<file path="config.mk">
export PLATFORM = sky130hd
export DESIGN_NAME = execute_stage
export DESIGN_NICKNAME = d
export VERILOG_FILES = /design/src/design/rv_pkg.sv /design/src/design/execute_stage.sv
export SDC_FILE = /design/constraint.sdc
export NUM_CORES = 1
export LEC_CHECK = 0
export ABC_AREA = 1
export ABC_CLOCK_PERIOD_IN_PS = 16350
export BUFFER_PORTS_ARGS = -buffer_cell sky130_fd_sc_hd__buf_4
export CAP_MARGIN = 30
export CORE_MARGIN = 2
export CORE_UTILIZATION = 42
export DETAILED_ROUTE_END_ITERATION = 10
export GPL_TIMING_DRIVEN = 0
export PLACE_DENSITY = 0.66
export RECOVER_POWER = 100
export SLEW_MARGIN = 25
export SYNTH_ARGS = -nofsm -noshare
export SYNTH_HDL_FRONTEND = slang
export SYNTH_SLANG_ARGS = --single-unit
export TNS_END_PERCENT = 5
</file>
<file path="constraint.sdc">
create_clock -name clk -period 16.35 [get_ports clk]
set_input_delay 2.4525 -clock clk [delete_from_list [all_inputs] [get_ports clk]]
set_output_delay 2.4525 -clock clk [all_outputs]
set_load 0.01 [all_outputs]
</file>
<file path="src/design/rv_pkg.sv">
package rv_pkg;

    localparam int xlen      = 32;
    localparam int mem_words = 1024;
    localparam int reg_count = 32;
    // word index into the unified memory
    localparam int addr_w    = $clog2(mem_words);

    typedef enum logic [6:0] {
        opc_op     = 7'b0110011,
        opc_op_imm = 7'b0010011,
        opc_lui    = 7'b0110111,
        opc_load   = 7'b0000011,
        opc_store  = 7'b0100011,
        opc_branch = 7'b1100011,
        opc_jal    = 7'b1101111,
        opc_system = 7'b1110011
    } opcode_e;

    typedef enum logic [2:0] {
        alu_add,
        alu_sub,
        alu_and,
        alu_or,
        alu_xor,
        alu_pass_b
    } alu_op_e;

    typedef enum logic [1:0] {
        wb_none,
        wb_alu,
        wb_mem,
        wb_pc_plus4
    } wb_sel_e;

    typedef struct packed {
        logic [6:0] funct7;
        logic [4:0] rs2;
        logic [4:0] rs1;
        logic [2:0] funct3;
        logic [4:0] rd;
        logic [6:0] opcode;
    } r_fmt_t;

    typedef struct packed {
        logic [11:0] imm;
        logic [4:0]  rs1;
        logic [2:0]  funct3;
        logic [4:0]  rd;
        logic [6:0]  opcode;
    } i_fmt_t;

    typedef struct packed {
        logic [6:0] imm_hi;
        logic [4:0] rs2;
        logic [4:0] rs1;
        logic [2:0] funct3;
        logic [4:0] imm_lo;
        logic [6:0] opcode;
    } s_fmt_t;

    typedef struct packed {
        logic       imm12;
        logic [5:0] imm10_5;
        logic [4:0] rs2;
        logic [4:0] rs1;
        logic [2:0] funct3;
        logic [3:0] imm4_1;
        logic       imm11;
        logic [6:0] opcode;
    } b_fmt_t;

    typedef struct packed {
        logic [19:0] imm;
        logic [4:0]  rd;
        logic [6:0]  opcode;
    } u_fmt_t;

    typedef struct packed {
        logic       imm20;
        logic [9:0] imm10_1;
        logic       imm11;
        logic [7:0] imm19_12;
        logic [4:0] rd;
        logic [6:0] opcode;
    } j_fmt_t;

    // one instruction word, read through whichever format fits
    typedef union packed {
        r_fmt_t r_fmt;
        i_fmt_t i_fmt;
        s_fmt_t s_fmt;
        b_fmt_t b_fmt;
        u_fmt_t u_fmt;
        j_fmt_t j_fmt;
    } inst_u;

    typedef struct packed {
        logic            valid;
        logic [xlen-1:0] pc;
        logic [xlen-1:0] a;
        logic [xlen-1:0] b;
        logic [xlen-1:0] rs2_val;
        logic [xlen-1:0] imm;
        alu_op_e         alu_op;
        logic [4:0]      rd;
        wb_sel_e         wb_sel;
        logic            is_load;
        logic            is_store;
        logic            is_branch_eq;
        logic            is_branch_ne;
        logic            is_jal;
        logic            is_ecall;
    } dec_ex_t;

    typedef struct packed {
        logic            valid;
        logic [xlen-1:0] pc;
        logic [xlen-1:0] alu_result;
        logic [xlen-1:0] store_data;
        logic [4:0]      rd;
        wb_sel_e         wb_sel;
        logic            is_load;
        logic            is_store;
        logic            is_ecall;
    } ex_mem_t;

    // can_forward low means the value is not ready yet
    typedef struct packed {
        logic            valid;
        logic            can_forward;
        logic [4:0]      rd;
        logic [xlen-1:0] data;
    } fwd_t;

endpackage
</file>
<file path="src/design/execute_stage.sv">
module execute_stage (
    input  logic                    clk,
    input  logic                    reset,
    input  rv_pkg::dec_ex_t         dec_in,
    input  logic                    freeze,
    output rv_pkg::ex_mem_t         ex_out,
    output rv_pkg::fwd_t            ex_fwd,
    output logic                    redirect,
    output logic [31:0]             redirect_pc
);
    logic [31:0] alu_y;
    logic [31:0] link;
    logic        taken;

    always_comb begin
        case (dec_in.alu_op)
            rv_pkg::alu_sub:    alu_y = dec_in.a - dec_in.b;
            rv_pkg::alu_and:    alu_y = dec_in.a & dec_in.b;
            rv_pkg::alu_or:     alu_y = dec_in.a | dec_in.b;
            rv_pkg::alu_xor:    alu_y = dec_in.a ^ dec_in.b;
            rv_pkg::alu_pass_b: alu_y = dec_in.b;
            default:            alu_y = dec_in.a + dec_in.b;
        endcase
    end

    assign link  = dec_in.pc + 32'd4;
    assign taken = dec_in.is_jal ||
                   (dec_in.is_branch_eq && dec_in.a == dec_in.b) ||
                   (dec_in.is_branch_ne && dec_in.a != dec_in.b);

    // held back while frozen, fires once when the branch moves on
    assign redirect    = dec_in.valid && !freeze && taken;
    assign redirect_pc = dec_in.pc + dec_in.imm;

    // load data is not known yet, decode has to wait
    assign ex_fwd.valid       = dec_in.valid && dec_in.wb_sel != rv_pkg::wb_none;
    assign ex_fwd.can_forward = !dec_in.is_load;
    assign ex_fwd.rd          = dec_in.rd;
    assign ex_fwd.data        = dec_in.is_jal ? link : alu_y;

    always_ff @(posedge clk) begin
        if (reset) begin
            ex_out.valid <= 1'b0;
        end else if (!freeze) begin
            ex_out.valid      <= dec_in.valid;
            ex_out.pc         <= dec_in.pc;
            ex_out.alu_result <= alu_y;
            ex_out.store_data <= dec_in.rs2_val;
            ex_out.rd         <= dec_in.rd;
            ex_out.wb_sel     <= dec_in.wb_sel;
            ex_out.is_load    <= dec_in.is_load;
            ex_out.is_store   <= dec_in.is_store;
            ex_out.is_ecall   <= dec_in.is_ecall;
        end
    end

    // decode must hand over a bubble right after the flush
    assert property (@(posedge clk) disable iff (reset) redirect |=> !dec_in.valid)
        else $error("redirect not followed by a bubble from decode");
endmodule

</file>
* Word level (Yosys, flattened, before mapping) *
Cells that the tools add are included.
Widths: inputs -> output; s select.

storage, ports and cells
  bits in registers = 107
  input port bits = 180
  output and inout bits = 179
  word-level logic and storage cells = 38

operators by class
  add/sub/neg operators = 4
  equal/unequal tests = 7
  muxes and demuxes = 2
  bitwise gates (word level) = 5
  reduce and logical (&&, ||, !) cells = 11

operators by type and width
  kind                   number
  $pmux 32 s5            1
  $add 32x32->32         2
  $add 32x3->32 const B  1
  $and 32x32->32         1
  $eq 32x32->1           1
  $mux 32                1
  $ne 32x32->1           1
  $or 32x32->32          1
  $sub 32x32->32         1
  $xor 32x32->32         1
  $eq 3x2->1 const B     2
  $eq 3x3->1 const B     2
  $logic_and 1x1->1      5
  $eq 3x1->1 const B     1
  $logic_not 1->1        2
  $logic_or 1x1->1       2
  $not 1->1              2
  $reduce_and 2->1       1
  $reduce_bool 2->1      1

* Longest topological paths before layout *
Gate-level depths: netlist of the first run.

  word-level depth = 5
  mapped depth = 18

* Worst setup path before layout of the first run *
No wires, ideal clock.

  path type = input port to flip-flop
  start point = input port reset
  end point = register ex_out[0] in the netlist's numbering (enable)
  setup time = 573 ps
  arrival = 6870 ps
  required time = 15777 ps
  slack = 8906 ps
  stages = 1
  buffers on the path = 0
  cells stage by stage = nor2_1

on the way
  cells in the longest elaborated chain, start to end = 2

RTL lines
  what                               RTL line            RTL
  start, declared                    execute_stage.sv:3  input logic reset,
  $not 1->1 (no source line)         -
  $reduce_and 2->1 (no source line)  -
  end, declared                      execute_stage.sv:6  output rv_pkg::ex_mem_t ex_out,

Every way passes these cells.
A chain may end at the register's enable or synchronous reset.

* Worst setup path after layout of the first run *
  start point = input port dec_in[144] in the netlist's numbering
  end point = output port redirect_pc[28]

on the way
  cells in the longest elaborated chain, start to end = 1

RTL lines
  what             RTL line             RTL
  start, declared  execute_stage.sv:4   input rv_pkg::dec_ex_t dec_in,
  $add 32x32->32   execute_stage.sv:33  assign redirect_pc = dec_in.pc + dec_in.imm;
  end, declared    execute_stage.sv:9   output logic [31:0] redirect_pc

Every way passes these cells.

==> results.ini, run 1 <==
[detailed_routing]
wl_per_cell_um = 19.93
drt_iter0_markers = 1291
wirelength_mm = 54.04
drc = 0
ant_nets = 0
first_pass_iters = 7
viasPerCell = 5.225
dr_total_vias = 14170

[cells_and_area]
reg.largest.list = ex_out: 107 flops
largest_reg_flops = 107
layoutNonFillerInstCount = 2711
top_register = ex_out
layout-drive-gt1-share_pct = 13.13
final_nets = 2620
area_growth_pct = 20.09
antennaDiodeCount = 0

[logic_synthesis]
syn_area_sq_mm = 0.01300
yosysTopAreaCellShare_pct = 24.49
synth_xor_area_share_pct = 3.841
synth_enable_flop_cells = 106
synth-seq-cells = 107
synth_fp_nets = 2246
yosysWarningCount = 0
synthAdderAreaFrac_pct = 12.69
synth-compound-area-share_pct = 11.58
synth-simple-area-share_pct = 33.39
ys_async_sr_fraction_pct = 0
syn_inst = 1936
synth_flop_cell = edfxtp_1
synth_cell_types = 53
avgSynthCellArea_sq_um = 6.714
yosysSeqAreaShare_pct = 24.64
yosysTopAreaCell = edfxtp_1
synth_mux_area_share_pct = 0
netlist_top_cells_area = edfxtp_1 (24%), nand2_1 (17%), ha_1 (12%)
synth_top_family_by_area = simple AND/OR/NAND/NOR gates

[timing]
max_freq_mhz = 128.9
fin_hold_ws_ps = 507.7
tightest_slew_ps = 1505
clock_skew_ps = 0
fin_ws_ps = 8591
fin_crit_sh_pct = 47.46
tns_ps = 0
rsz0062_at_grt = no
hold_viol = 0
fin_crit_ps = 7759
maxSlewViolCount = 25
setup_viol = 0
relSlewSlack_pct = -0.3521

[place]
io_buffers = 358
dpl.hpwl_mm = 46.10
gp_congestion = 1.015
dp_slack_ps = 8903
place_inst = 2695

[clock_tree]
cts_sinks = 107
cts_buffers = 9
path_clk_slew_ps = 70
cts_tree = built
postCtsHoldBufs = 0
cts-root-buf = clkbuf_16
post_cts_buffers = 0
cts_max_path_buffers = 2
ctsResizeCount = 0
cts_max_level = 3
clk_latency_ps = 370

[setup_path]
cp_max_fo = 3
crit_path_max_incr_delay_ps = 620
crit_type = in -> out
worstPathCellList = clkbuf_1 > ha_1 > inv_1 > fa_1 > o21ai_0 > a21oi_1 > o21ai_0 > nand3_1 > nand2_1 > xor2_1 > clkbuf_1
worstPathArrival_ps = 5310
cp_slowest_cell = o21ai_0
crit_family = compound AO/OA/AOI/OAI gates
cp-end-kind = primary output
cp.required_ps = 13900
crit_start = dec_in[144]
critPathLaunchType = input pin
path_buf_inv = 3
rr_startpoint = ex_out[106]

[grt]
grt_busiest_layer = met2
grt_use_met2_pct = 54.64
overflow = 0
grt.total_usage_pct = 32.48
antenna_found_initial = 0
grt_pass1_vias = 13390
grt_max_degree = 26
grt_pass1_wl_mm = 79.92
grt.met1_usage_pct = 41.20
use_met3_pct = 5.531

[die]
core_area_sq_mm = 0.03051
die_x_um = 179.9
die_area_sq_mm = 0.03237
rows = 64
initial_core_util_pct = 42.60
ioPinCount = 359
dieHeight_um = 179.9

[power]
powerDensity_mw_per_mm2 = 66.29
finalPower_uw = 1035
ir_drop_v = 0.00004692
total_leakage_power_uw = 0.007964

[flow_run]
max-cap-violations = 1

[run_status]
status = finished, violations left
violations = capacitance limit, slew limit

[worst_hold_path]
min_from = ex_out[106]
hold_class = reg -> reg

-- synthesized netlist by cell type, types with 2 or more instances --
cell and instances:
buf_6 16, a21o_1 8, nand2_1 589, nor2_1 131, nand2_4 2, ha_1 127
nor2_4 5, o21ai_0 48, nor3_2 8, a221oi_1 25, inv_2 16, nor2_2 21
nand3b_1 2, nand3_1 122, xor2_1 39, fa_1 3, nand2_2 26, o21ai_1 7
clkinv_1 2, inv_1 346, o21a_1 2, buf_4 22, nor3_1 14, o22ai_1 30
and2_1 4, nand3_2 20, clkbuf_1 2, nor4_1 6, nand4_1 22, a21oi_1 85
a21oi_2 7, buf_2 13, edfxtp_1 106, o211ai_1 4, o2111ai_1 4, a31oi_1 2
o21ai_2 5, a21boi_0 4, xnor2_1 18, o21bai_1 10
-- cell type report --
type / instances / area, sq um
Buffer: 54 / 409.1
Clock buffer: 9 / 225.2
Clock inverter: 7 / 67.56
Fill cell: 3282 / 14900
Inverter: 365 / 1375
Multi-Input combinational cell: 1410 / 7881
Sequential cell: 107 / 3203
Tap cell: 396 / 495.5
Timing Repair Buffer: 363 / 1952
-- per-stage QoR --
step	util [%]	instance area [sq um]
finish	51.16	15610
global route	51.16	15610
CTS	54.45	16610
detailed placement	53.49	16320
global placement	53.03	16180
floorplan	-	13000
-- cell usage in the layout (no fill, tap or decap), types with 4 or more instances in the layout --
master,instances
nand2_2,20
xnor2_1,18
o2111ai_1,4
nor2_4,5
o21ai_0,55
buf_4,136
buf_2,12
a221oi_1,25
o22ai_1,30
o211ai_1,4
clkbuf_1,213
nand4_1,22
inv_1,349
a21oi_2,5
xor2_1,39
nor3_1,15
a21o_1,8
nand2_1,595
buf_6,16
a21oi_1,87
clkbuf_16,9
a21boi_0,4
nor3_2,7
o21bai_1,10
nor2_1,134
inv_2,13
clkbuf_4,40
nand3_1,136
ha_1,127
nor4_1,6
edfxtp_1,106
nand3_2,6
nor2_2,18
-- routing by layer --
layer,vias up,share of wire [%]
li1,6951,-
met4,0,4.7
met5,-,0
met3,113,8.1
met1,6416,41
met2,685,46
-- worst paths after layout --
check / slack (ps) / cells after the start / endpoint
max: 8590 / 11 / redirect_pc[28]
min: 510 / 2 / ex_out[106]
max reg2reg: 15770 / 2 / ex_out[106]
min reg2reg: 510 / 2 / ex_out[106]
-- cell families (layout without fill, tap and decap cells) --
family          after synthesis  count (layout)
compound gates              244             244
xor+xnor                     57              57
fa+ha+maj                   130             130
buf+inv                     419             798
flops                       107             107
simple gates                979             979
-- report_power, final --
group	internal [uW]	total [uW]	switching (uW)
clock	107	220	113
combinational	158	479	321
sequential	328	335	6.87
total	594	1030	441
-- worst register-to-register path, cell delays in order, from the launching register on --
cell and delay (ps):
dfxtp_1 320, a21oi_1 120, nor2_1 50
Power figures use the tool's default switching activity.
==> run 2: changes to the inputs <==
- ABC_CLOCK_PERIOD_IN_PS: 16350 -> 6600
- PLACE_DENSITY: 0.66 -> 0.69
- clock period: 16.35 -> 6.6 ns (I/O delays scaled with it)
==> run 2 against run 1 <==
Net effect: the run still ends with capacitance limit, slew limit left; critical path depth increased by 1; total power rose by 150%; die area did not move.
==> results.ini, run 2 (synthesized netlist as in run 1, its figures left out) <==
[cells_and_area]
largest_reg_flops = 107
area_growth_pct = 20.37
reg.largest.list = ex_out: 107 flops
final_nets = 2620
antennaDiodeCount = 0
top_register = ex_out
final_cell_mix = nand2_1 (594), inv_1 (349), clkbuf_1 (222)
layout-drive-gt1-share_pct = 13.48
layoutNonFillerInstCount = 2711
final_common_cell = nand2_1

[grt]
grt_pass1_vias = 13370
antenna_found_initial = 0
grt_pass1_wl_mm = 80.83
grt_max_degree = 27
overflow = 0
grt.total_usage_pct = 32.79

[detailed_routing]
dr_total_vias = 14200
first_pass_iters = 6
viasPerCell = 5.236
wirelength_mm = 54.45
wl_per_cell_um = 20.08
ant_nets = 0
drc = 0
drt_iter0_markers = 1222

[power]
finalPower_uw = 2571
powerDensity_mw_per_mm2 = 164.3
ir_drop_v = 0.0001197
total_leakage_power_uw = 0.007975

[setup_path]
cp_slowest_cell = a221oi_1
worstPathArrival_ps = 4000
path_buf_inv = 6
cp_max_fo = 10
crit_path_max_incr_delay_ps = 710
cp.required_ps = 5610
critPathMostFrequentCell = nand2_1
cp_num_cells = 12
cp-end-kind = primary output
worstPathCellList = clkbuf_1 > inv_1 > nand2_1 > inv_1 > nand2_1 > inv_1 > clkbuf_1 > a221oi_1 > nand3_1 > nand2_1 > nand2_1 > clkbuf_1
reg2reg_depth = 2
critPathLaunchType = input pin
crit_family = buffers and inverters
crit_type = in -> out

[place]
io_buffers = 358
dpl.hpwl_mm = 46.16
place_inst = 2695
gp_congestion = 1.017

[clock_tree]
cts_buffers = 9
path_clk_slew_ps = 70
postCtsHoldBufs = 0
ctsResizeCount = 0
cts_tree = built
cts-root-buf = clkbuf_16
cts_sinks = 107
cts_max_path_buffers = 2
post_cts_buffers = 0
cts_max_level = 3
clk_latency_ps = 360

[die]
initial_core_util_pct = 42.60
ioPinCount = 359
die_x_um = 179.9
core_area_sq_mm = 0.03051
dieHeight_um = 179.9
rows = 64
die_area_sq_mm = 0.03237

[timing]
tightest_slew_ps = 1575
hold_viol = 0
fin_hold_ws_ps = 534.8
rsz0062_at_grt = no
fin_crit_sh_pct = 75.64
relSlewSlack_pct = -5.007
maxSlewViolCount = 27
fin_crit_ps = 4992
setup_viol = 0
max_freq_mhz = 200.3
clock_skew_ps = 0

[worst_hold_path]
hold_class = reg -> reg
holdPathStages = 2

[run_status]
status = finished, violations left
violations = capacitance limit, slew limit

[flow_run]
max-cap-violations = 1

## run 2: cell types whose count changed in the layout (fill, tap and decap cells not counted), sizes merged
cell	previous run	this run
buf	164	159
clkbuf	262	267
## run 2: layout make-up
class | count | area [sq um]
sequential | 107 | 3203
buffer | 54 | 412.9
clock inverter | 7 | 68.82
timing repair buffer | 363 | 1911
fill | 3320 | 14860
inverter | 365 | 1375
tap | 396 | 495.5
clock buffer | 9 | 225.2
multi-input combinational | 1410 | 7954
## run 2: power by group
part           internal [uW]  switching [uW]
registers                813            14.8
logic                    391             800
clock network            267             284
total                   1470            1100
## run 2: worst paths after layout
path                      end  slack, ps         from
setup / recovery   ex_fwd[22]       1610   dec_in[14]
hold / removal    ex_out[106]        530  ex_out[106]
setup reg to reg  ex_out[106]       6000  ex_out[106]
hold reg to reg   ex_out[106]        530  ex_out[106]
## run 2: per-layer routing
layer	up-vias	track usage, %	part of all wire [%]
met1	6512	42.50	43
met2	644	54.39	46
met3	99	5.227	7.3
li1	6941	-	-
met4	0	13.50	4.1
met5	-	0	0
## run 2: per-stage QoR
step | setup TNS [ps] | util, % | instance area, sq um | setup slack [ps]
after floorplan | 0 | - | 13000 | 618.7
after global placement | -151440 | 53.03 | 16180 | -1437
after detailed placement | 0 | 53.40 | 16290 | 2160
after CTS | 0 | 54.37 | 16590 | 2153
after global routing | 0 | 51.28 | 15650 | 1573
final | 0 | 51.28 | 15650 | 1608
## run 2: tightest hold or removal path: cells and delay by family (launching register included)
family / cells / cell delay, ps
compound gates: 1 / 120
flops: 1 / 330
simple gates: 1 / 50
