`src/design/rv_pkg.sv`:
```
package rv_pkg;

    localparam int xlen      = 32;
    localparam int mem_words = 1024;
    localparam int reg_count = 32;
    // word index into the unified memory
    localparam int addr_w    = $clog2(mem_words);

    typedef enum logic [6:0] {
        opc_op     = 7'b0110011,
        opc_op_imm = 7'b0010011,
        opc_lui    = 7'b0110111,
        opc_load   = 7'b0000011,
        opc_store  = 7'b0100011,
        opc_branch = 7'b1100011,
        opc_jal    = 7'b1101111,
        opc_system = 7'b1110011
    } opcode_e;

    typedef enum logic [2:0] {
        alu_add,
        alu_sub,
        alu_and,
        alu_or,
        alu_xor,
        alu_pass_b
    } alu_op_e;

    typedef enum logic [1:0] {
        wb_none,
        wb_alu,
        wb_mem,
        wb_pc_plus4
    } wb_sel_e;

    typedef struct packed {
        logic [6:0] funct7;
        logic [4:0] rs2;
        logic [4:0] rs1;
        logic [2:0] funct3;
        logic [4:0] rd;
        logic [6:0] opcode;
    } r_fmt_t;

    typedef struct packed {
        logic [11:0] imm;
        logic [4:0]  rs1;
        logic [2:0]  funct3;
        logic [4:0]  rd;
        logic [6:0]  opcode;
    } i_fmt_t;

    typedef struct packed {
        logic [6:0] imm_hi;
        logic [4:0] rs2;
        logic [4:0] rs1;
        logic [2:0] funct3;
        logic [4:0] imm_lo;
        logic [6:0] opcode;
    } s_fmt_t;

    typedef struct packed {
        logic       imm12;
        logic [5:0] imm10_5;
        logic [4:0] rs2;
        logic [4:0] rs1;
        logic [2:0] funct3;
        logic [3:0] imm4_1;
        logic       imm11;
        logic [6:0] opcode;
    } b_fmt_t;

    typedef struct packed {
        logic [19:0] imm;
        logic [4:0]  rd;
        logic [6:0]  opcode;
    } u_fmt_t;

    typedef struct packed {
        logic       imm20;
        logic [9:0] imm10_1;
        logic       imm11;
        logic [7:0] imm19_12;
        logic [4:0] rd;
        logic [6:0] opcode;
    } j_fmt_t;

    // one instruction word, read through whichever format fits
    typedef union packed {
        r_fmt_t r_fmt;
        i_fmt_t i_fmt;
        s_fmt_t s_fmt;
        b_fmt_t b_fmt;
        u_fmt_t u_fmt;
        j_fmt_t j_fmt;
    } inst_u;

    typedef struct packed {
        logic            valid;
        logic [xlen-1:0] pc;
        logic [xlen-1:0] a;
        logic [xlen-1:0] b;
        logic [xlen-1:0] rs2_val;
        logic [xlen-1:0] imm;
        alu_op_e         alu_op;
        logic [4:0]      rd;
        wb_sel_e         wb_sel;
        logic            is_load;
        logic            is_store;
        logic            is_branch_eq;
        logic            is_branch_ne;
        logic            is_jal;
        logic            is_ecall;
    } dec_ex_t;

    typedef struct packed {
        logic            valid;
        logic [xlen-1:0] pc;
        logic [xlen-1:0] alu_result;
        logic [xlen-1:0] store_data;
        logic [4:0]      rd;
        wb_sel_e         wb_sel;
        logic            is_load;
        logic            is_store;
        logic            is_ecall;
    } ex_mem_t;

    // can_forward low means the value is not ready yet
    typedef struct packed {
        logic            valid;
        logic            can_forward;
        logic [4:0]      rd;
        logic [xlen-1:0] data;
    } fwd_t;

endpackage
```
`src/design/mem_port_if.sv`:
```
interface mem_port_if;
    logic                    req;
    logic                    we;
    // byte address, word aligned
    logic [rv_pkg::xlen-1:0] addr;
    logic [rv_pkg::xlen-1:0] wdata;
    logic                    grant;
    // valid one cycle after a read grant
    logic [rv_pkg::xlen-1:0] rdata;

    modport requester (
        output req, we, addr, wdata,
        input  grant, rdata
    );

    modport arbiter (
        input  req, we, addr, wdata,
        output grant, rdata
    );
endinterface

```
`src/design/fetch_unit.sv`:
```
module fetch_unit (
    input  logic                    clk,
    input  logic                    reset,
    mem_port_if.requester           port,
    input  logic                    stall,
    input  logic                    redirect,
    input  logic [31:0]             redirect_pc,
    input  logic                    halt,
    output logic                    if_valid,
    output logic [31:0]             if_pc,
    output rv_pkg::inst_u           if_inst
);
    logic [31:0] pc;
    logic        pend;
    logic [31:0] pend_pc;
    logic        hold_valid;
    logic [31:0] hold_pc;
    logic [31:0] hold_inst;

    // only ask when the returning word has somewhere to go
    assign port.req   = !halt && !(if_valid && stall);
    assign port.we    = 1'b0;
    assign port.addr  = pc;
    assign port.wdata = '0;

    assign if_valid = hold_valid || pend;
    assign if_pc    = hold_valid ? hold_pc : pend_pc;
    assign if_inst  = hold_valid ? hold_inst : port.rdata;

    always_ff @(posedge clk) begin
        if (reset) begin
            pc         <= '0;
            pend       <= 1'b0;
            hold_valid <= 1'b0;
        end else begin
            // a redirect drops whatever is still on its way back
            pend       <= port.req && port.grant && !redirect;
            hold_valid <= if_valid && stall && !redirect;
            if (redirect) begin
                pc <= redirect_pc;
            end else if (port.req && port.grant) begin
                pc <= pc + 32'd4;
            end
        end
    end

    always_ff @(posedge clk) begin
        if (port.grant) begin
            pend_pc <= pc;
        end
        if (!hold_valid) begin
            hold_pc   <= pend_pc;
            hold_inst <= port.rdata;
        end
    end
endmodule

```
`src/flat_wrapper.sv`:
```
// flat-port wrapper written by rule: the top's interface ports become plain ports
module fetch_unit_flat 
  (clk, reset, stall, redirect, redirect_pc, halt, if_valid, if_pc, if_inst, port_req, port_we, port_addr, port_wdata, port_grant, port_rdata);
  mem_port_if port_i ();
  input  logic clk;
  input  logic reset;
  input  logic stall;
  input  logic redirect;
  input  logic [31:0] redirect_pc;
  input  logic halt;
  output logic if_valid;
  output logic [31:0] if_pc;
  output rv_pkg::inst_u if_inst;
  output wire logic [$bits(port_i.req)-1:0] port_req;
  output wire logic [$bits(port_i.we)-1:0] port_we;
  output wire logic [$bits(port_i.addr)-1:0] port_addr;
  output wire logic [$bits(port_i.wdata)-1:0] port_wdata;
  input wire logic [$bits(port_i.grant)-1:0] port_grant;
  input wire logic [$bits(port_i.rdata)-1:0] port_rdata;
  assign port_req = port_i.req;
  assign port_we = port_i.we;
  assign port_addr = port_i.addr;
  assign port_wdata = port_i.wdata;
  assign port_i.grant = port_grant;
  assign port_i.rdata = port_rdata;
  fetch_unit u_core (.clk(clk), .reset(reset), .port(port_i), .stall(stall), .redirect(redirect), .redirect_pc(redirect_pc), .halt(halt), .if_valid(if_valid), .if_pc(if_pc), .if_inst(if_inst));
endmodule
```
`config.mk`:
```
export PLATFORM = sky130hd
export DESIGN_NAME = fetch_unit_flat
export DESIGN_NICKNAME = d
export VERILOG_FILES = /design/src/design/rv_pkg.sv /design/src/design/mem_port_if.sv /design/src/design/fetch_unit.sv /design/src/flat_wrapper.sv
export SDC_FILE = /design/constraint.sdc
export NUM_CORES = 1
export LEC_CHECK = 0
export BUFFER_PORTS_ARGS = -buffer_cell sky130_fd_sc_hd__buf_2
export CAP_MARGIN = 30
export CELL_PAD_IN_SITES_DETAIL_PLACEMENT = 2
export CELL_PAD_IN_SITES_GLOBAL_PLACEMENT = 2
export CORE_MARGIN = 3
export CORE_UTILIZATION = 30
export CTS_CLUSTER_SIZE = 24
export DETAILED_ROUTE_END_ITERATION = 8
export MAX_ROUTING_LAYER = met4
export PLACE_DENSITY_LB_ADDON = 0.1
export SLEW_MARGIN = 20
export SYNTH_ARGS = -nofsm -noshare
export SYNTH_HDL_FRONTEND = slang
export SYNTH_SLANG_ARGS = --single-unit
```
`constraint.sdc`:
```
create_clock -name clk -period 2.7 [get_ports clk]
set_clock_uncertainty 0.1 [all_clocks]
set_input_delay 0.405 -clock clk [delete_from_list [all_inputs] [get_ports clk]]
set_output_delay 0.405 -clock clk [all_outputs]
set_load 0.01 [all_outputs]
```
---- After elaboration in Yosys (flattened, before gate mapping) ----
Index checks and enable logic that the tools add are counted.
word-level totals
  register bits after elaboration ......... 130
  output and inout bits ................... 131
  input bits .............................. 70
  word-level logic and storage cells ...... 21
cells by class
  mux-type cells .......................... 4
  $add $sub $neg .......................... 1
  reduce and logical (&&, ||, !) cells .... 10
operators by type and width
  cell                                                              number
  32-bit two-way mux                                                4
  32-bit by 3-bit adder with 32-bit output (second input constant)  1
  1-bit logical AND                                                 5
  1-bit zero test                                                   3
  2-bit nonzero test                                                1
  1-bit logical OR                                                  1

---- Logic depth before layout (Yosys ltp) ----
Gate-level depths: netlist (run 1).
  depth after elaboration ................. 7
  gate-level depth with buffers ........... 7
  mapped depth without buffers ............ 5

---- Least setup slack after synthesis (run 1) ----
Ideal clock, no wire load.
  kind .................................... input to register
  start ................................... input stall
  end ..................................... register u_core.pc[22] (netlist: u_core.port.addr[22])
  buffers on the path ..................... 2
  setup time .............................. 0.112 ns
  required time ........................... 2.488 ns
  cell stages on the path ................. 6
  setup slack ............................. 0.557 ns
  data arrival time ....................... 1.931 ns
  path through ............................ o21a_1 > buf_2 > or4_4 > buf_6 > or3_1 > a2111oi_1
on the way
  cells in the longest elaborated chain, start to end .. 5
ends and longest elaborated chain
  element                              RTL line           source
  from (decl)                          flat_wrapper.sv:7  input logic stall;
  1-bit logical AND                    fetch_unit.sv:21   assign port.req = !halt && !(if_valid && stall);
  1-bit zero test                      fetch_unit.sv:21
  1-bit logical AND                    fetch_unit.sv:21
  1-bit logical AND                    fetch_unit.sv:41   end else if (port.req && port.grant) begin
  2-bit nonzero test (no source line)  -
  to (signal assigned)                 fetch_unit.sv:40   pc <= redirect_pc;
  to (signal assigned)                 fetch_unit.sv:42   pc <= pc + 32'd4;
  to (decl)                            fetch_unit.sv:13   logic [31:0] pc;
Every way passes these cells.
A chain may end at the register's enable or synchronous reset.

==> results of run 1 <==
-- power groups by stage --
| stage | registers [mW] | logic [mW] | clock network, mW |
|---|---|---|---|
| after floorplan | 2.23 | 0.252 | 0 |
| after global placement | 2.24 | 0.423 | 0 |
| after detailed placement | 2.25 | 0.441 | 0 |
| after CTS | 2.21 | 0.444 | 2.20 |
| after global routing | 2.22 | 0.481 | 2.30 |
| final | 2.21 | 0.435 | 2.13 |
-- layer usage --
layer	part of all wire [%]	vias up	track usage [%]
met5	0	-	-
met4	1.1	0	5.148
met3	3.8	10	4.593
met2	51	120	29.42
met1	44	2090	21.40
li1	-	1945	-
-- metrics by stage --
stage / hold WS, ns / utilization, % / cell area, um^2 / setup slack (ns)
floorplan: 0.3914 / - / 5365 / 0.5569
global placement: 0.3386 / 36.91 / 6208 / 0.3733
detailed placement: 0.3511 / 36.91 / 6208 / 0.3211
CTS: 0.1111 / 40.17 / 6755 / 0.03212
global route: 0.1099 / 40.19 / 6759 / 0.1222
finish: 0.1215 / 40.19 / 6759 / 0.2466
-- registers in the layout, indices dropped and copies added (netlist names) --
register / count
u_core.hold_inst: 32
u_core.hold_pc: 32
u_core.pend_pc: 32
u_core.port.addr: 32
u_core.hold_valid: 1
u_core.pend: 1
-- cells in the mapped netlist (8+ instances only) --
library cell / number / area [um^2]
dfxtp_1: 98 / 1962
mux2_2: 64 / 720.7
buf_4: 33 / 247.7
edfxtp_1: 32 / 960.9
nor2_1: 28 / 105.1
clkbuf_1: 18 / 67.56
a311oi_1: 15 / 131.4
nand2_1: 15 / 56.30
nand4_1: 12 / 75.07
o21ai_0: 10 / 50.05
nor2b_1: 9 / 56.30
nor4_1: 9 / 56.30
and3_1: 8 / 50.05
nand3_1: 8 / 40.04
-- cells in the final DEF (no fill, tap or decap), types with 4 or more instances in the layout --
cell / instances
xnor2_1: 6
nor4_1: 9
a2111oi_0: 4
edfxtp_1: 32
and4_1: 6
or3_1: 7
nand2_1: 15
dfxtp_1: 97
buf_4: 9
nor2b_1: 9
nand4_1: 12
and2_1: 4
clkbuf_16: 18
a311oi_1: 15
nor3_1: 7
inv_1: 7
and3_1: 8
buf_2: 167
o2111a_1: 4
mux2_2: 64
nand3_1: 8
clkinv_2: 5
conb_1: 33
nor2_1: 28
a211oi_1: 7
o21ai_0: 10
-- kinds of logic after synthesis --
group	count (synthesis)	synth area share (%)
buffers and inverters	65	7.180
flip-flops	130	55.73
AO/OA/AOI/OAI	56	8.445
XOR/XNOR	7	1.169
other	1	0.07150
AND/OR/NAND/NOR	124	13.05
multiplexers	66	14.12
adder cells (fa/ha/maj)	1	0.2385
-- repair_timing --
action / 4_1_cts / 5_1_grt
resized for setup: 0 / 1
endpoints found under the setup margin: 0 / 52
buffers inserted: 0 / 0
-- worst max-delay path: cells and delay by family, from the launching register on --
family	cells	cell delay, ns
buffers and inverters	2	0.58
flip-flops	1	0.47
multiplexers	1	0.41
-- final cells by class --
cell class / count / share of cell area, %
Tap cell: 220 / 4.073
Sequential cell: 130 / 43.30
Inverter: 8 / 0.4443
Clock buffer: 20 / 6.923
Multi-Input combinational cell: 287 / 30.56
Clock inverter: 12 / 1.166
Timing Repair Buffer: 177 / 13.53
-- path summary, 6_finish.rpt --
path / startpoint / to / slack (ns)
setup / recovery: u_core.hold_valid / if_inst[22] / 0.25
hold / removal: port_rdata[31] / u_core.hold_inst[31] / 0.12
setup reg to reg: u_core.port.addr[7] / u_core.port.addr[22] / 0.33
hold reg to reg: u_core.port.addr[1] / u_core.pend_pc[1] / 0.36
==> impl_metrics.tcl, run 1 <==
set metrics [dict create \
    combinationalPowerShare_pct 9.1 \
    tns_ns 0 \
    core_mm2 0.01682 \
    clock-sinks 130 \
    regArea_mm2 0.002927 \
    num_io_pins 201 \
    postCtsHoldBufs 0 \
    maxCapViolCount 0 \
    clk_path_buf_depth 2 \
    pwr-share-clk_pct 44.7 \
    cp_max_fo 53 \
    synthArstFlopShare_pct 0 \
    reg2reg_depth 4 \
    die_w_um 138.2 \
    setup_viol 0 \
    htree_levels 4 \
    worstHoldPathCells 2 \
    required_ns 2.19 \
    synth_cell_types 50 \
    wl_per_cell_um 19.28 \
    grt-ovfl-total 0 \
    vias 4165 \
    cts_tree "done" \
    fill_cells 1849 \
    die-area_mm2 0.01911 \
    grt_max_degree 54 \
    routed_wl_um 16460 \
    yosysWarnings 0 \
    drtIter0Drc 127 \
    crit_chain "buf_6, mux2_2, buf_2" \
    slew_headroom_pct 54.59 \
    syn_area_mm2 0.005245 \
    drive_gt1_share_pct 43.69 \
    synth_seq_cells 130 \
    p_leak_nw 2.861 \
    clkLatencyLatePin_ns 0.42 \
    slowest_delay_ns 0.47 \
    gp_congestion 0.7656 \
    hpwl_um 11930 \
    irDropWorstVdd_uv 451.7 \
    antenna_left 0 \
    rsz0062_at_grt "no" \
    final_cells 854 \
    critPathKind "flip-flop to output port" \
    post-route-period-util_pct 90.87 \
    maxSlewViolCount 0 \
    cts.clk_slew.worst_paths_ns 0.06 \
    antennaDiodeCount 0 \
    finalPower_mw 4.773 \
    critPathArrivalTime_ns 1.95 \
    row_count 47 \
    track_usage_pct 17.75 \
    finalNetCount 692 \
    grt_first_pass_wirelength_um 26150 \
    dp.cells 822 \
    cts-root-buf "clkbuf_16" \
    end_kind "output port" \
    hp-class "input pin to flip-flop" \
    antenna_found_initial 0 \
    syn_avg_cell_area_um2 11.66 \
    synth-edff-count 32 \
    layout_min_cycle_time_ns 2.453 \
    area_growth_pct 28.86 \
    status "finished, final reports clean" \
    dr.pass1.iters 5 \
    switchingPower_mw 1.205 \
    final_hold_viol_count 0 \
    start_util_pct 31.19 \
    power.density_mw_per_mm2 706.2 \
    routed_via_density 4.877 \
    critPathLaunchType "flip-flop" \
    internal_power_mw 3.568 \
    multi_input_area_mm2 0.002066 \
    drc_errors 0 \
    synth_ff_type "dfxtp_1" \
    grt_pass1_vias 4506 \
    fmax_ghz 0.4076 \
    crit_slowest_cell "dfxtp_4" \
    seqPwrFrac_pct 46.2 \
    swShare_pct 25.25 \
    synth-seq-area-share_pct 55.73 \
    worst_pin_slew_ns 0.6749 \
    syn_inst 450 \
    die_y_um 138.2 \
    io_buffers 167 \
    cts_buffers 17 \
]
Power figures use the tool's default switching activity.
==> inputs of run 2 (changes only) <==
==> constraint.sdc (replaced) <==
create_clock -name clk -period 2.8 [get_ports clk]
set_clock_uncertainty 0.1 [all_clocks]
set_input_delay 0.42 -clock clk [delete_from_list [all_inputs] [get_ports clk]]
set_output_delay 0.42 -clock clk [all_outputs]
set_load 0.01 [all_outputs]
==> impl_metrics.tcl, run 2 (synthesis gave the netlist of run 1 again) <==
set metrics [dict create \
    layout_min_cycle_time_ns 2.636 \
    cp_max_fo 42 \
    dr.pass1.iters 4 \
    worst_pin_slew_ns 0.6713 \
    area_growth_pct 29.68 \
    vias 4141 \
    die-area_mm2 0.01911 \
    postCtsHoldBufs 0 \
    final_hold_viol_count 0 \
    drc_errors 0 \
    fill_cells 1792 \
    drtIter0Drc 115 \
    irDropWorstVdd_uv 446.3 \
    required_ns 2.28 \
    cts-root-buf "clkbuf_16" \
    drive_gt1_share_pct 43.69 \
    critPathKind "flip-flop to output port" \
    grt_first_pass_wirelength_um 26030 \
    htree_levels 4 \
    finalWorstSetupSlack_ns 0.1643 \
    cts.clk_slew.worst_paths_ns 0.06 \
    end_kind "output port" \
    antenna_left 0 \
    gp_congestion 0.7605 \
    status "finished, final reports clean" \
    antenna_found_initial 0 \
    grt_max_degree 43 \
    final_cell_mix "buf_2, dfxtp_1, mux2_2" \
    cts_tree "done" \
    post-route-period-util_pct 94.13 \
    finalNetCount 692 \
    routed_via_density 4.849 \
    fmax_ghz 0.3794 \
    critPathArrivalTime_ns 2.12 \
    hp-class "input pin to flip-flop" \
    setup_viol 0 \
    hpwl_um 11770 \
    grt-ovfl-total 0 \
    post_cts_buffers 0 \
    io_buffers 167 \
    p_leak_nw 2.880 \
    clkLatencyLatePin_ns 0.41 \
    start_util_pct 31.19 \
    wl_per_cell_um 19.10 \
    track_usage_pct 17.57 \
    layout_commonest_cell "buf_2" \
    clock-sinks 130 \
    maxCapViolCount 0 \
    tns_ns 0 \
    routed_wl_um 16320 \
    antennaDiodeCount 0 \
    cts_buffers 17 \
    grt_pass1_vias 4510 \
    die_w_um 138.2 \
    critPathLaunchType "flip-flop" \
    power.density_mw_per_mm2 699.0 \
    slew_headroom_pct 54.84 \
    clk_path_buf_depth 2 \
    multi_input_area_mm2 0.002066 \
    regArea_mm2 0.002927 \
    rsz0062_at_grt "no" \
    row_count 47 \
    maxSlewViolCount 0 \
    cts_resized 1 \
    place_ws_ns 0.3988 \
    die_y_um 138.2 \
    num_io_pins 201 \
    core_mm2 0.01682 \
]
## run 2: changes by cell type in the layout (fill, tap and decap cells not counted)
cell       previous run  this run
clkinv_2              5         3
bufinv_16             0         1
clkinv_4              3         2
clkbuf_16            18        19
inv_4                 3         4
## run 2: layout make-up
type                    count  area share, %
clock buffers              21          7.248
clock inverters            11          1.416
inverters                   8         0.4415
multi-input cells         287          30.37
flip-flops and latches    130          43.03
well taps                 220          4.047
repair buffers            177          13.45
## run 2: final timing paths
check	slack (ns)	from	to	depth (start not counted)
setup / recovery	0.16	u_core.hold_valid	if_pc[29]	4
hold reg to reg	0.35	u_core.port.addr[1]	u_core.pend_pc[1]	0
setup reg to reg	0.37	u_core.port.addr[7]	u_core.port.addr[20]	4
hold / removal	0.14	port_rdata[28]	u_core.hold_inst[28]	2
## run 2: metal layers
metal | vias up | wire (um) | GRT usage (%) | share of wire [%]
met3 | 16 | 703 | 4.178 | 4.3
met5 | - | 0 | - | 0
met2 | 125 | 8265 | 29.68 | 51
li1 | 1949 | - | - | -
met1 | 2051 | 7139 | 21.00 | 44
met4 | 0 | 207 | 4.992 | 1.3
## run 2: power breakdown
group	leakage, nW	internal, mW	switching [mW]
sequential	1.15	2.05	0.0777
combinational	1.43	0.184	0.232
clock	0.299	1.35	0.857
## run 2: critical path: stages (launching register included)
cell,delay (ns)
dfxtp_4,0.35
buf_6,0.35
buf_4,0.41
mux2_2,0.39
buf_2,0.16
## run 2: through the flow
step / util, % / std cells / hold slack (ns) / cell area [um^2] / power, mW
CTS: 40.44 / 854 / 0.1250 / 6802 / 4.825
global route: 40.44 / 854 / 0.1322 / 6802 / 4.974
detailed placement: 36.91 / 822 / 0.3382 / 6208 / 2.592
finish: 40.44 / 854 / 0.1440 / 6802 / 4.754
global placement: 36.91 / 822 / 0.3337 / 6208 / 2.567
floorplan: - / 482 / 0.3914 / 5365 / 2.397
