**config.mk**
```make
export PLATFORM = sky130hd
export DESIGN_NAME = mem_arbiter_flat
export DESIGN_NICKNAME = d
export VERILOG_FILES = /design/src/design/rv_pkg.sv /design/src/design/mem_port_if.sv /design/src/design/mem_arbiter.sv /design/src/flat_wrapper.sv
export SDC_FILE = /design/constraint.sdc
export NUM_CORES = 1
export LEC_CHECK = 0
export BUFFER_PORTS_ARGS = -buffer_cell sky130_fd_sc_hd__clkbuf_2
export CAP_MARGIN = 30
export CORE_AREA = 4 4 104 106
export CTS_CLUSTER_SIZE = 16
export DETAILED_ROUTE_END_ITERATION = 10
export DIE_AREA = 0 0 108 110
export GPL_TIMING_DRIVEN = 1
export SLEW_MARGIN = 15
export SYNTH_ARGS = -nofsm -noshare
export SYNTH_HDL_FRONTEND = slang
export SYNTH_SLANG_ARGS = --single-unit
```
**constraint.sdc**
```tcl
create_clock -name clk -period 0.9 [get_ports clk]
set_clock_uncertainty 0.05 [all_clocks]
set_input_delay 0.045 -clock clk [delete_from_list [all_inputs] [get_ports clk]]
set_output_delay 0.045 -clock clk [all_outputs]
set_load 0.01 [all_outputs]
```
**src/design/rv_pkg.sv**
```systemverilog
package rv_pkg;

    localparam int xlen      = 32;
    localparam int mem_words = 1024;
    localparam int reg_count = 32;
    // word index into the unified memory
    localparam int addr_w    = $clog2(mem_words);

    typedef enum logic [6:0] {
        opc_op     = 7'b0110011,
        opc_op_imm = 7'b0010011,
        opc_lui    = 7'b0110111,
        opc_load   = 7'b0000011,
        opc_store  = 7'b0100011,
        opc_branch = 7'b1100011,
        opc_jal    = 7'b1101111,
        opc_system = 7'b1110011
    } opcode_e;

    typedef enum logic [2:0] {
        alu_add,
        alu_sub,
        alu_and,
        alu_or,
        alu_xor,
        alu_pass_b
    } alu_op_e;

    typedef enum logic [1:0] {
        wb_none,
        wb_alu,
        wb_mem,
        wb_pc_plus4
    } wb_sel_e;

    typedef struct packed {
        logic [6:0] funct7;
        logic [4:0] rs2;
        logic [4:0] rs1;
        logic [2:0] funct3;
        logic [4:0] rd;
        logic [6:0] opcode;
    } r_fmt_t;

    typedef struct packed {
        logic [11:0] imm;
        logic [4:0]  rs1;
        logic [2:0]  funct3;
        logic [4:0]  rd;
        logic [6:0]  opcode;
    } i_fmt_t;

    typedef struct packed {
        logic [6:0] imm_hi;
        logic [4:0] rs2;
        logic [4:0] rs1;
        logic [2:0] funct3;
        logic [4:0] imm_lo;
        logic [6:0] opcode;
    } s_fmt_t;

    typedef struct packed {
        logic       imm12;
        logic [5:0] imm10_5;
        logic [4:0] rs2;
        logic [4:0] rs1;
        logic [2:0] funct3;
        logic [3:0] imm4_1;
        logic       imm11;
        logic [6:0] opcode;
    } b_fmt_t;

    typedef struct packed {
        logic [19:0] imm;
        logic [4:0]  rd;
        logic [6:0]  opcode;
    } u_fmt_t;

    typedef struct packed {
        logic       imm20;
        logic [9:0] imm10_1;
        logic       imm11;
        logic [7:0] imm19_12;
        logic [4:0] rd;
        logic [6:0] opcode;
    } j_fmt_t;

    // one instruction word, read through whichever format fits
    typedef union packed {
        r_fmt_t r_fmt;
        i_fmt_t i_fmt;
        s_fmt_t s_fmt;
        b_fmt_t b_fmt;
        u_fmt_t u_fmt;
        j_fmt_t j_fmt;
    } inst_u;

    typedef struct packed {
        logic            valid;
        logic [xlen-1:0] pc;
        logic [xlen-1:0] a;
        logic [xlen-1:0] b;
        logic [xlen-1:0] rs2_val;
        logic [xlen-1:0] imm;
        alu_op_e         alu_op;
        logic [4:0]      rd;
        wb_sel_e         wb_sel;
        logic            is_load;
        logic            is_store;
        logic            is_branch_eq;
        logic            is_branch_ne;
        logic            is_jal;
        logic            is_ecall;
    } dec_ex_t;

    typedef struct packed {
        logic            valid;
        logic [xlen-1:0] pc;
        logic [xlen-1:0] alu_result;
        logic [xlen-1:0] store_data;
        logic [4:0]      rd;
        wb_sel_e         wb_sel;
        logic            is_load;
        logic            is_store;
        logic            is_ecall;
    } ex_mem_t;

    // can_forward low means the value is not ready yet
    typedef struct packed {
        logic            valid;
        logic            can_forward;
        logic [4:0]      rd;
        logic [xlen-1:0] data;
    } fwd_t;

endpackage
```
**src/design/mem_port_if.sv**
```systemverilog
interface mem_port_if;
    logic                    req;
    logic                    we;
    // byte address, word aligned
    logic [rv_pkg::xlen-1:0] addr;
    logic [rv_pkg::xlen-1:0] wdata;
    logic                    grant;
    // valid one cycle after a read grant
    logic [rv_pkg::xlen-1:0] rdata;

    modport requester (
        output req, we, addr, wdata,
        input  grant, rdata
    );

    modport arbiter (
        input  req, we, addr, wdata,
        output grant, rdata
    );
endinterface

```
**src/design/mem_arbiter.sv**
```systemverilog
module mem_arbiter (
    input  logic                        clk,
    input  logic                        reset,
    mem_port_if.arbiter                 inst_port,
    mem_port_if.arbiter                 data_port,
    output logic                        en,
    output logic                        we,
    output logic [rv_pkg::addr_w-1:0]   addr,
    output logic [rv_pkg::xlen-1:0]     wdata,
    input  logic [rv_pkg::xlen-1:0]     rdata
);
    // owner of the read that returns this cycle
    logic data_rd;
    logic inst_rd;

    // data side first, fetch only gets the idle cycles
    assign data_port.grant = !reset && data_port.req;
    assign inst_port.grant = !reset && inst_port.req && !data_port.req;

    assign en    = data_port.grant || inst_port.grant;
    assign we    = data_port.grant && data_port.we;
    assign addr  = data_port.grant ? data_port.addr[rv_pkg::addr_w+1:2] :
                                     inst_port.addr[rv_pkg::addr_w+1:2];
    assign wdata = data_port.wdata;

    assign data_port.rdata = data_rd ? rdata : '0;
    assign inst_port.rdata = inst_rd ? rdata : '0;

    always_ff @(posedge clk) begin
        if (reset) begin
            data_rd <= 1'b0;
            inst_rd <= 1'b0;
        end else begin
            data_rd <= data_port.grant && !data_port.we;
            inst_rd <= inst_port.grant && !inst_port.we;
        end
    end

    // a fetch that loses to the data side keeps asking for the same word
    assert property (@(posedge clk) disable iff (reset)
        inst_port.req && !inst_port.grant |=> inst_port.req && $stable(inst_port.addr))
        else $error("fetch request dropped or changed before its grant");
endmodule

```
**src/flat_wrapper.sv**
```systemverilog
// flat-port wrapper written by rule: the top's interface ports become plain ports
module mem_arbiter_flat 
  (clk, reset, en, we, addr, wdata, rdata, inst_port_req, inst_port_we, inst_port_addr, inst_port_wdata, inst_port_grant, inst_port_rdata, data_port_req, data_port_we, data_port_addr, data_port_wdata, data_port_grant, data_port_rdata);
  mem_port_if inst_port_i ();
  mem_port_if data_port_i ();
  input  logic clk;
  input  logic reset;
  output logic en;
  output logic we;
  output logic [rv_pkg::addr_w-1:0] addr;
  output logic [rv_pkg::xlen-1:0] wdata;
  input  logic [rv_pkg::xlen-1:0] rdata;
  input wire logic [$bits(inst_port_i.req)-1:0] inst_port_req;
  input wire logic [$bits(inst_port_i.we)-1:0] inst_port_we;
  input wire logic [$bits(inst_port_i.addr)-1:0] inst_port_addr;
  input wire logic [$bits(inst_port_i.wdata)-1:0] inst_port_wdata;
  output wire logic [$bits(inst_port_i.grant)-1:0] inst_port_grant;
  output wire logic [$bits(inst_port_i.rdata)-1:0] inst_port_rdata;
  input wire logic [$bits(data_port_i.req)-1:0] data_port_req;
  input wire logic [$bits(data_port_i.we)-1:0] data_port_we;
  input wire logic [$bits(data_port_i.addr)-1:0] data_port_addr;
  input wire logic [$bits(data_port_i.wdata)-1:0] data_port_wdata;
  output wire logic [$bits(data_port_i.grant)-1:0] data_port_grant;
  output wire logic [$bits(data_port_i.rdata)-1:0] data_port_rdata;
  assign inst_port_i.req = inst_port_req;
  assign inst_port_i.we = inst_port_we;
  assign inst_port_i.addr = inst_port_addr;
  assign inst_port_i.wdata = inst_port_wdata;
  assign inst_port_grant = inst_port_i.grant;
  assign inst_port_rdata = inst_port_i.rdata;
  assign data_port_i.req = data_port_req;
  assign data_port_i.we = data_port_we;
  assign data_port_i.addr = data_port_addr;
  assign data_port_i.wdata = data_port_wdata;
  assign data_port_grant = data_port_i.grant;
  assign data_port_rdata = data_port_i.rdata;
  mem_arbiter u_core (.clk(clk), .reset(reset), .inst_port(inst_port_i), .data_port(data_port_i), .en(en), .we(we), .addr(addr), .wdata(wdata), .rdata(rdata));
endmodule
```
Word level (Yosys, flattened, before mapping)
Cells that the tools add are included.

storage, ports and cells
  bits in registers = 2
  input bits = 166
  logic and storage cells = 16

cells by class
  reductions and logical operators = 11
  mux-type cells = 3

operators by type and width
  operator             number
  $mux W32             2
  $mux W10             1
  $logic_and A1 B1 Y1  6
  $logic_not A1 Y1     4
  $logic_or A1 B1 Y1   1

Longest topological paths before layout
Gate-level depths: netlist of run 1.

  depth after elaboration = 4
  gate-level depth with buffers = 3
  mapped depth without buffers = 2

Worst setup path after synthesis of run 1
No wires, ideal clock.

  kind = reg2out
  start point = register u_core.inst_rd
  end point = output port inst_port_rdata[31]
  slack = 0.076 ns
  required time = 0.805 ns
  arrival = 0.729 ns
  buffers on the path = 1
  cell stages (with the launch flop) = 3
  path through = dfxtp_1 > clkbuf_1 > and2_1

between the ends
  cells in the longest elaborated chain, start to end = 1

RTL lines
  element                 RTL line            text
  start, declared         mem_arbiter.sv:14   logic inst_rd;
  start signal, assigned  mem_arbiter.sv:35   inst_rd <= inst_port.grant && !inst_port.we;
  $mux W32                mem_arbiter.sv:27   assign inst_port.rdata = inst_rd ? rdata : '0;
  end, declared           flat_wrapper.sv:18  output wire logic [$bits(inst_port_i.rdata)-1:0] inst_port_rdata;

Every way passes these cells.

Worst setup path after layout of run 1
  start point = register u_core.inst_rd
  end point = output port inst_port_rdata[21]

Same word-level chain as after synthesis.

==> impl_metrics.env, run 1 <==
export IMPL_use_met3_pct=4.08
export IMPL_combPwrFrac_pct=54.3
export IMPL_num_vias=1208
export IMPL_crit_required_ns=0.81
export IMPL_holdPathStages=0
export IMPL_num_rows=36
export IMPL_share_seq_of_total_power_pct=9.8
export IMPL_postSynthAreaPerCell_sq_um=7.29
export IMPL_fillers=1111
export IMPL_yosys_top_cells_area="and2_1, buf_4, mux2_4"
export IMPL_fin_area_sq_um=1770
export IMPL_area_growth_pct=95.4
export IMPL_worstSetupStartpointType="flop"
export IMPL_cp_max_fo=16
export IMPL_critPathKind="flop to primary output"
export IMPL_hold_violations=0
export IMPL_cts_tree="yes"
export IMPL_min_path_type="input port to primary output"
export IMPL_grt_max_degree=17
export IMPL_met2_usage_pct=13.5
export IMPL_die_y_microns=110
export IMPL_n_antenna_cell=0
export IMPL_instances_no_fill=367
export IMPL_drt_initial_drc_count=32
export IMPL_cp_arrival_ns=1.03
export IMPL_drc_errors=0
export IMPL_fin_nets=402
export IMPL_grt_usage_pct=6.83
export IMPL_period_minus_slack_ns=1.12
export IMPL_maxSlewHeadroom_pct=88.1
export IMPL_ys_warn_count=0
export IMPL_placed_area_sq_um=1530
export IMPL_status="finished, violations left"
export IMPL_slew_viol_final=0
export IMPL_ant_nets=0
export IMPL_yosysTopAreaCellShare_pct=44.3
export IMPL_wl_per_cell_microns=12.7
export IMPL_cts_buffer_depth=2
export IMPL_gp_congestion=0.645
export IMPL_core_area_sq_um=9770
export IMPL_yosysUniqueCellTypes=12
export IMPL_setup_viol=64
export IMPL_use_met1_pct=5.85
export IMPL_grt_setup_unrepaired="yes"
export IMPL_htreeDepth=1
export IMPL_hpwl_microns=3510
export IMPL_start_util_pct=9.24
export IMPL_grt_pass1_vias=1215
export IMPL_p_sw_share_pct=30.5
export IMPL_worstMarginPinSlew_ns=0.178
export IMPL_port_buffers=135
export IMPL_clkTransAtPathRegs_ns=0.03
export IMPL_layout_drive_gt1_share_pct=70.5
export IMPL_clockRootBuffer="clkbuf_8"
export IMPL_power_frac_clock_pct=35.9
export IMPL_dr_pass1_iters=4
export IMPL_synth_top_cell_by_area="and2_1"
export IMPL_drv_cap=0
export IMPL_powerDensity_nw_per_um2=561
export IMPL_die_area_sq_um=11900
export IMPL_grt_ovfl_total=0
export IMPL_max_freq_mhz=891
export IMPL_synth_cells=124
export IMPL_synth_seq_area_share_pct=4.43
export IMPL_p_switching_uw=302
export IMPL_antenna_found_initial=0
export IMPL_setup_ws_ns=-0.222
export IMPL_grt_busiest_layer="met2"
export IMPL_clkSinkCount=2
export IMPL_die_w_microns=108
export IMPL_ios=276
export IMPL_cp_end_kind="primary output"
export IMPL_failed_checks="setup timing"
export IMPL_syn_nets=290
export IMPL_wl_microns=4660
export IMPL_synth_area_sq_um=903
export IMPL_via_per_inst=3.29
export IMPL_placed_cells=358
export IMPL_grt_pass1_wl_microns=6220
export IMPL_numCtsBuffers=3
export IMPL_synth_seq_cells=2
export IMPL_p_leak_nw=1.08
export IMPL_vdd_ir_drop_max_mv=0.572
export IMPL_dp_slack_ns=-0.0684
export IMPL_fin_crit_sh_pct=125
export IMPL_p_int_uw=689
## layout by cell type, fill, tap and decap left out
cell / count
inv_1: 2
nand2b_4: 2
clkbuf_2: 77
nor2b_1: 1
mux2_4: 10
buf_8: 1
buf_6: 8
buf_12: 2
dfxtp_4: 2
and2_4: 4
nor2_1: 4
nor3b_2: 1
buf_16: 2
clkbuf_8: 3
buf_2: 49
and2_1: 60
dlygate4sd3_1: 2
buf_4: 4
## state kept, by name (all words and copies together) (netlist names)
register	flops
u_core.data_rd	1
u_core.inst_rd	1
## power groups by stage
stage,sequential [mW],clock (mW),combinational [mW]
6_report,0.0970,0.356,0.538
5_1_grt,0.0985,0.378,0.587
4_1_cts,0.0977,0.364,0.517
3_5_place_dp,0.0970,0,0.463
3_3_place_gp,0.0971,0,0.454
2_1_floorplan,0.0957,0,0.344
## routing by layer
layer / vias to the layer above / share of wire (%)
li1: 566 / -
met2: 103 / 51
met3: 6 / 19
met5: - / 0
met4: 0 / 0.26
met1: 533 / 30
## repair_timing
action	in CTS	in global routing
pin swaps	0	1
resized for setup	11	73
gates cloned	3	0
hold endpoints to repair	2	0
endpoints found under the setup margin	74	72
hold buffers	2	0
buffers inserted	1	0
## through the flow
stage / power, mW / setup TNS (ns) / hold slack, ns / util [%]
4_1_cts: 0.979 / -13.91 / 0.0401 / 17.4
5_1_grt: 1.06 / -15.80 / 0.0400 / 18.1
6_report: 0.991 / -12.49 / 0.0400 / 18.1
3_5_place_dp: 0.560 / -1.72 / 0.0401 / 15.7
3_3_place_gp: 0.551 / -1.06 / 0.0401 / 15.7
2_1_floorplan: 0.440 / 0 / 0.0666 / -
## critical path, stage by stage (launching register included)
cell     delay, ns
dfxtp_4       0.37
buf_12        0.15
and2_1        0.16
buf_2         0.14
## worst paths after layout
path / from / to / slack (ns)
max: u_core.inst_rd / inst_port_rdata[21] / -0.22
min: data_port_wdata[18] / wdata[18] / 0.04
## cells in the mapped netlist
library cell,count
inv_1,2
dfxtp_1,2
nand2b_4,1
nor2b_1,1
buf_6,1
buf_4,32
mux2_2,3
and2_1,64
mux2_4,7
clkbuf_1,6
nor3b_1,1
nor2_1,4
## layout make-up
cell class	count	area, sq um	share of cell area, %
well taps	133	166	9.43
multi-input cells	82	622	35.2
repair buffers	145	881	49.9
inverters	2	7.51	0.425
flip-flops and latches	2	47.5	2.69
clock buffers	3	41.3	2.34
## kinds of logic (layout without fill, tap and decap cells)
kind of cell,count (synthesis),after routing,share of synthesized area [%]
buf+inv,41,150,31.2
simple gates,71,72,49.0
flops,2,2,4.43
mux,10,10,15.4
Power figures use the tool's default switching activity.
==> run 2: changes to the inputs <==
--- a/config.mk
+++ b/config.mk
@@ -11,7 +11,7 @@
 export CTS_CLUSTER_SIZE = 16
 export DETAILED_ROUTE_END_ITERATION = 10
 export DIE_AREA = 0 0 108 110
-export GPL_TIMING_DRIVEN = 1
+export GPL_TIMING_DRIVEN = 0
 export SLEW_MARGIN = 15
 export SYNTH_ARGS = -nofsm -noshare
 export SYNTH_HDL_FRONTEND = slang
==> run 2 against run 1 <==
Compared with the run above:
- the run still ends with setup timing left
- sequential power increased by 1%
- global-route usage about the same
- count of clock-buffer cells in the layout unchanged
- combinational power increased by 42%
- non-clock buffer count increased by 68
- largest cell class unchanged
==> impl_metrics.env, run 2 (synthesis gave the netlist of run 1 again) <==
export IMPL_status="finished, violations left"
export IMPL_failed_checks="setup timing"
export IMPL_vdd_ir_drop_max_mv=0.557
export IMPL_ant_nets=0
export IMPL_min_from="data_port_req"
export IMPL_fin_area_sq_um=2210
export IMPL_core_area_sq_um=9770
export IMPL_via_per_inst=3.31
export IMPL_start_util_pct=9.24
export IMPL_ios=276
export IMPL_critPathKind="flop to primary output"
export IMPL_placed_cells=424
export IMPL_drv_cap=0
export IMPL_top_regs="u_core.data_rd (1), u_core.inst_rd (1)"
export IMPL_powerDensity_nw_per_um2=550
export IMPL_dr_pass1_iters=3
export IMPL_area_growth_pct=144
export IMPL_maxSlewHeadroom_pct=85.7
export IMPL_setup_ws_ns=-0.219
export IMPL_die_w_microns=108
export IMPL_totalPowerFinal_mw=1.22
export IMPL_cts_buffer_depth=2
export IMPL_holdPathStages=3
export IMPL_hold_violations=0
export IMPL_drc_errors=0
export IMPL_grt_usage_pct=6.88
export IMPL_cp_arrival_ns=1.02
export IMPL_min_path_type="input port to flop"
export IMPL_cts_tree="yes"
export IMPL_max_freq_mhz=894
export IMPL_clkTransAtPathRegs_ns=0.03
export IMPL_mostFrequentLayoutCell="clkbuf_2"
export IMPL_placed_area_sq_um=1910
export IMPL_gp_congestion=0.654
export IMPL_die_area_sq_um=11900
export IMPL_clockRootBuffer="clkbuf_8"
export IMPL_wl_microns=4800
export IMPL_fin_nets=469
export IMPL_instances_no_fill=434
export IMPL_period_minus_slack_ns=1.12
export IMPL_grt_max_degree=11
export IMPL_cp_max_fo=10
export IMPL_grt_ovfl_total=0
export IMPL_mostFrequentLayoutCells="clkbuf_2, and2_1, buf_2"
export IMPL_whs_ns=0.132
export IMPL_num_rows=36
export IMPL_fin_crit_sh_pct=124
export IMPL_n_antenna_cell=0
export IMPL_min_to="u_core.inst_rd"
export IMPL_htreeDepth=1
export IMPL_cp_end_kind="primary output"
export IMPL_drt_initial_drc_count=39
export IMPL_numCtsBuffers=3
export IMPL_die_y_microns=110
export IMPL_slew_viol_final=0
export IMPL_p_leak_nw=1.38
export IMPL_grt_pass1_vias=1415
export IMPL_layout_drive_gt1_share_pct=78.1
export IMPL_num_vias=1437
export IMPL_antenna_found_initial=0
export IMPL_worstMarginPinSlew_ns=0.213
export IMPL_crit_required_ns=0.81
export IMPL_clkSinkCount=2
export IMPL_port_buffers=167
export IMPL_wl_per_cell_microns=11.1
export IMPL_final_util_pct=22.6
export IMPL_grt_setup_unrepaired="yes"
export IMPL_worstSetupStartpointType="flop"
export IMPL_hpwl_microns=4240
export IMPL_setup_viol=72
export IMPL_grt_pass1_wl_microns=6470
==> run 2: what timing repair did <==
action	in CTS	in global routing
hold buffers	2	0
resized for setup	28	83
pin swaps	3	2
hold endpoints to repair	2	0
cloned	1	0
setup endpoints to repair	71	73
buffers inserted	4	0
==> run 2: layout make-up <==
type	instances	area [sq um]
buffer	39	354
inverter	2	7.51
fill	1100	7570
sequential	2	47.5
clock buffer	3	41.3
tap	133	166
timing repair buffer	174	981
multi-input combinational	81	611
==> run 2: how the worst max path moves through the flow <==
| stage | start | to | slack [ns] | depth (start not counted) |
|---|---|---|---|---|
| 6_report | u_core.inst_rd | inst_port_rdata[28] | -0.22 | 3 |
| 3_5_place_dp | u_core.data_rd | data_port_rdata[27] | -0.43 | 3 |
| 2_1_floorplan | u_core.inst_rd | inst_port_rdata[31] | 0.08 | 2 |
| 3_3_place_gp | u_core.inst_rd | inst_port_rdata[30] | -0.40 | 3 |
| 5_1_grt | u_core.inst_rd | inst_port_rdata[2] | -0.27 | 3 |
| 4_1_cts | u_core.data_rd | data_port_rdata[23] | -0.25 | 3 |
==> run 2: per-stage QoR <==
step                setup TNS, ns  setup WS [ns]
finish                     -12.25         -0.219
CTS                        -14.38         -0.252
global route               -15.56         -0.269
global placement           -19.99         -0.399
detailed placement         -21.45         -0.431
floorplan                       0         0.0760
==> run 2: power breakdown <==
group	leakage, nW	internal, mW	switching (mW)	total (mW)
Clock	0.0216	0.283	0.0723	0.355
Combinational	1.34	0.464	0.298	0.762
Sequential	0.0178	0.0889	0.00921	0.0981
Total	1.38	0.836	0.380	1.22
==> run 2: critical path: stages, from the launching register on <==
cell and delay [ns]:
dfxtp_4 0.36, clkbuf_16 0.16, and2_1 0.15, buf_2 0.13
==> run 2: per-layer routing <==
layer  vias to the layer above  track usage (%)  wire, microns
met5                         -                0              0
met4                         0             1.62              8
met3                         2             2.62            798
met2                       121             13.2           2430
met1                       611             7.01           1560
li1                        703                -              -
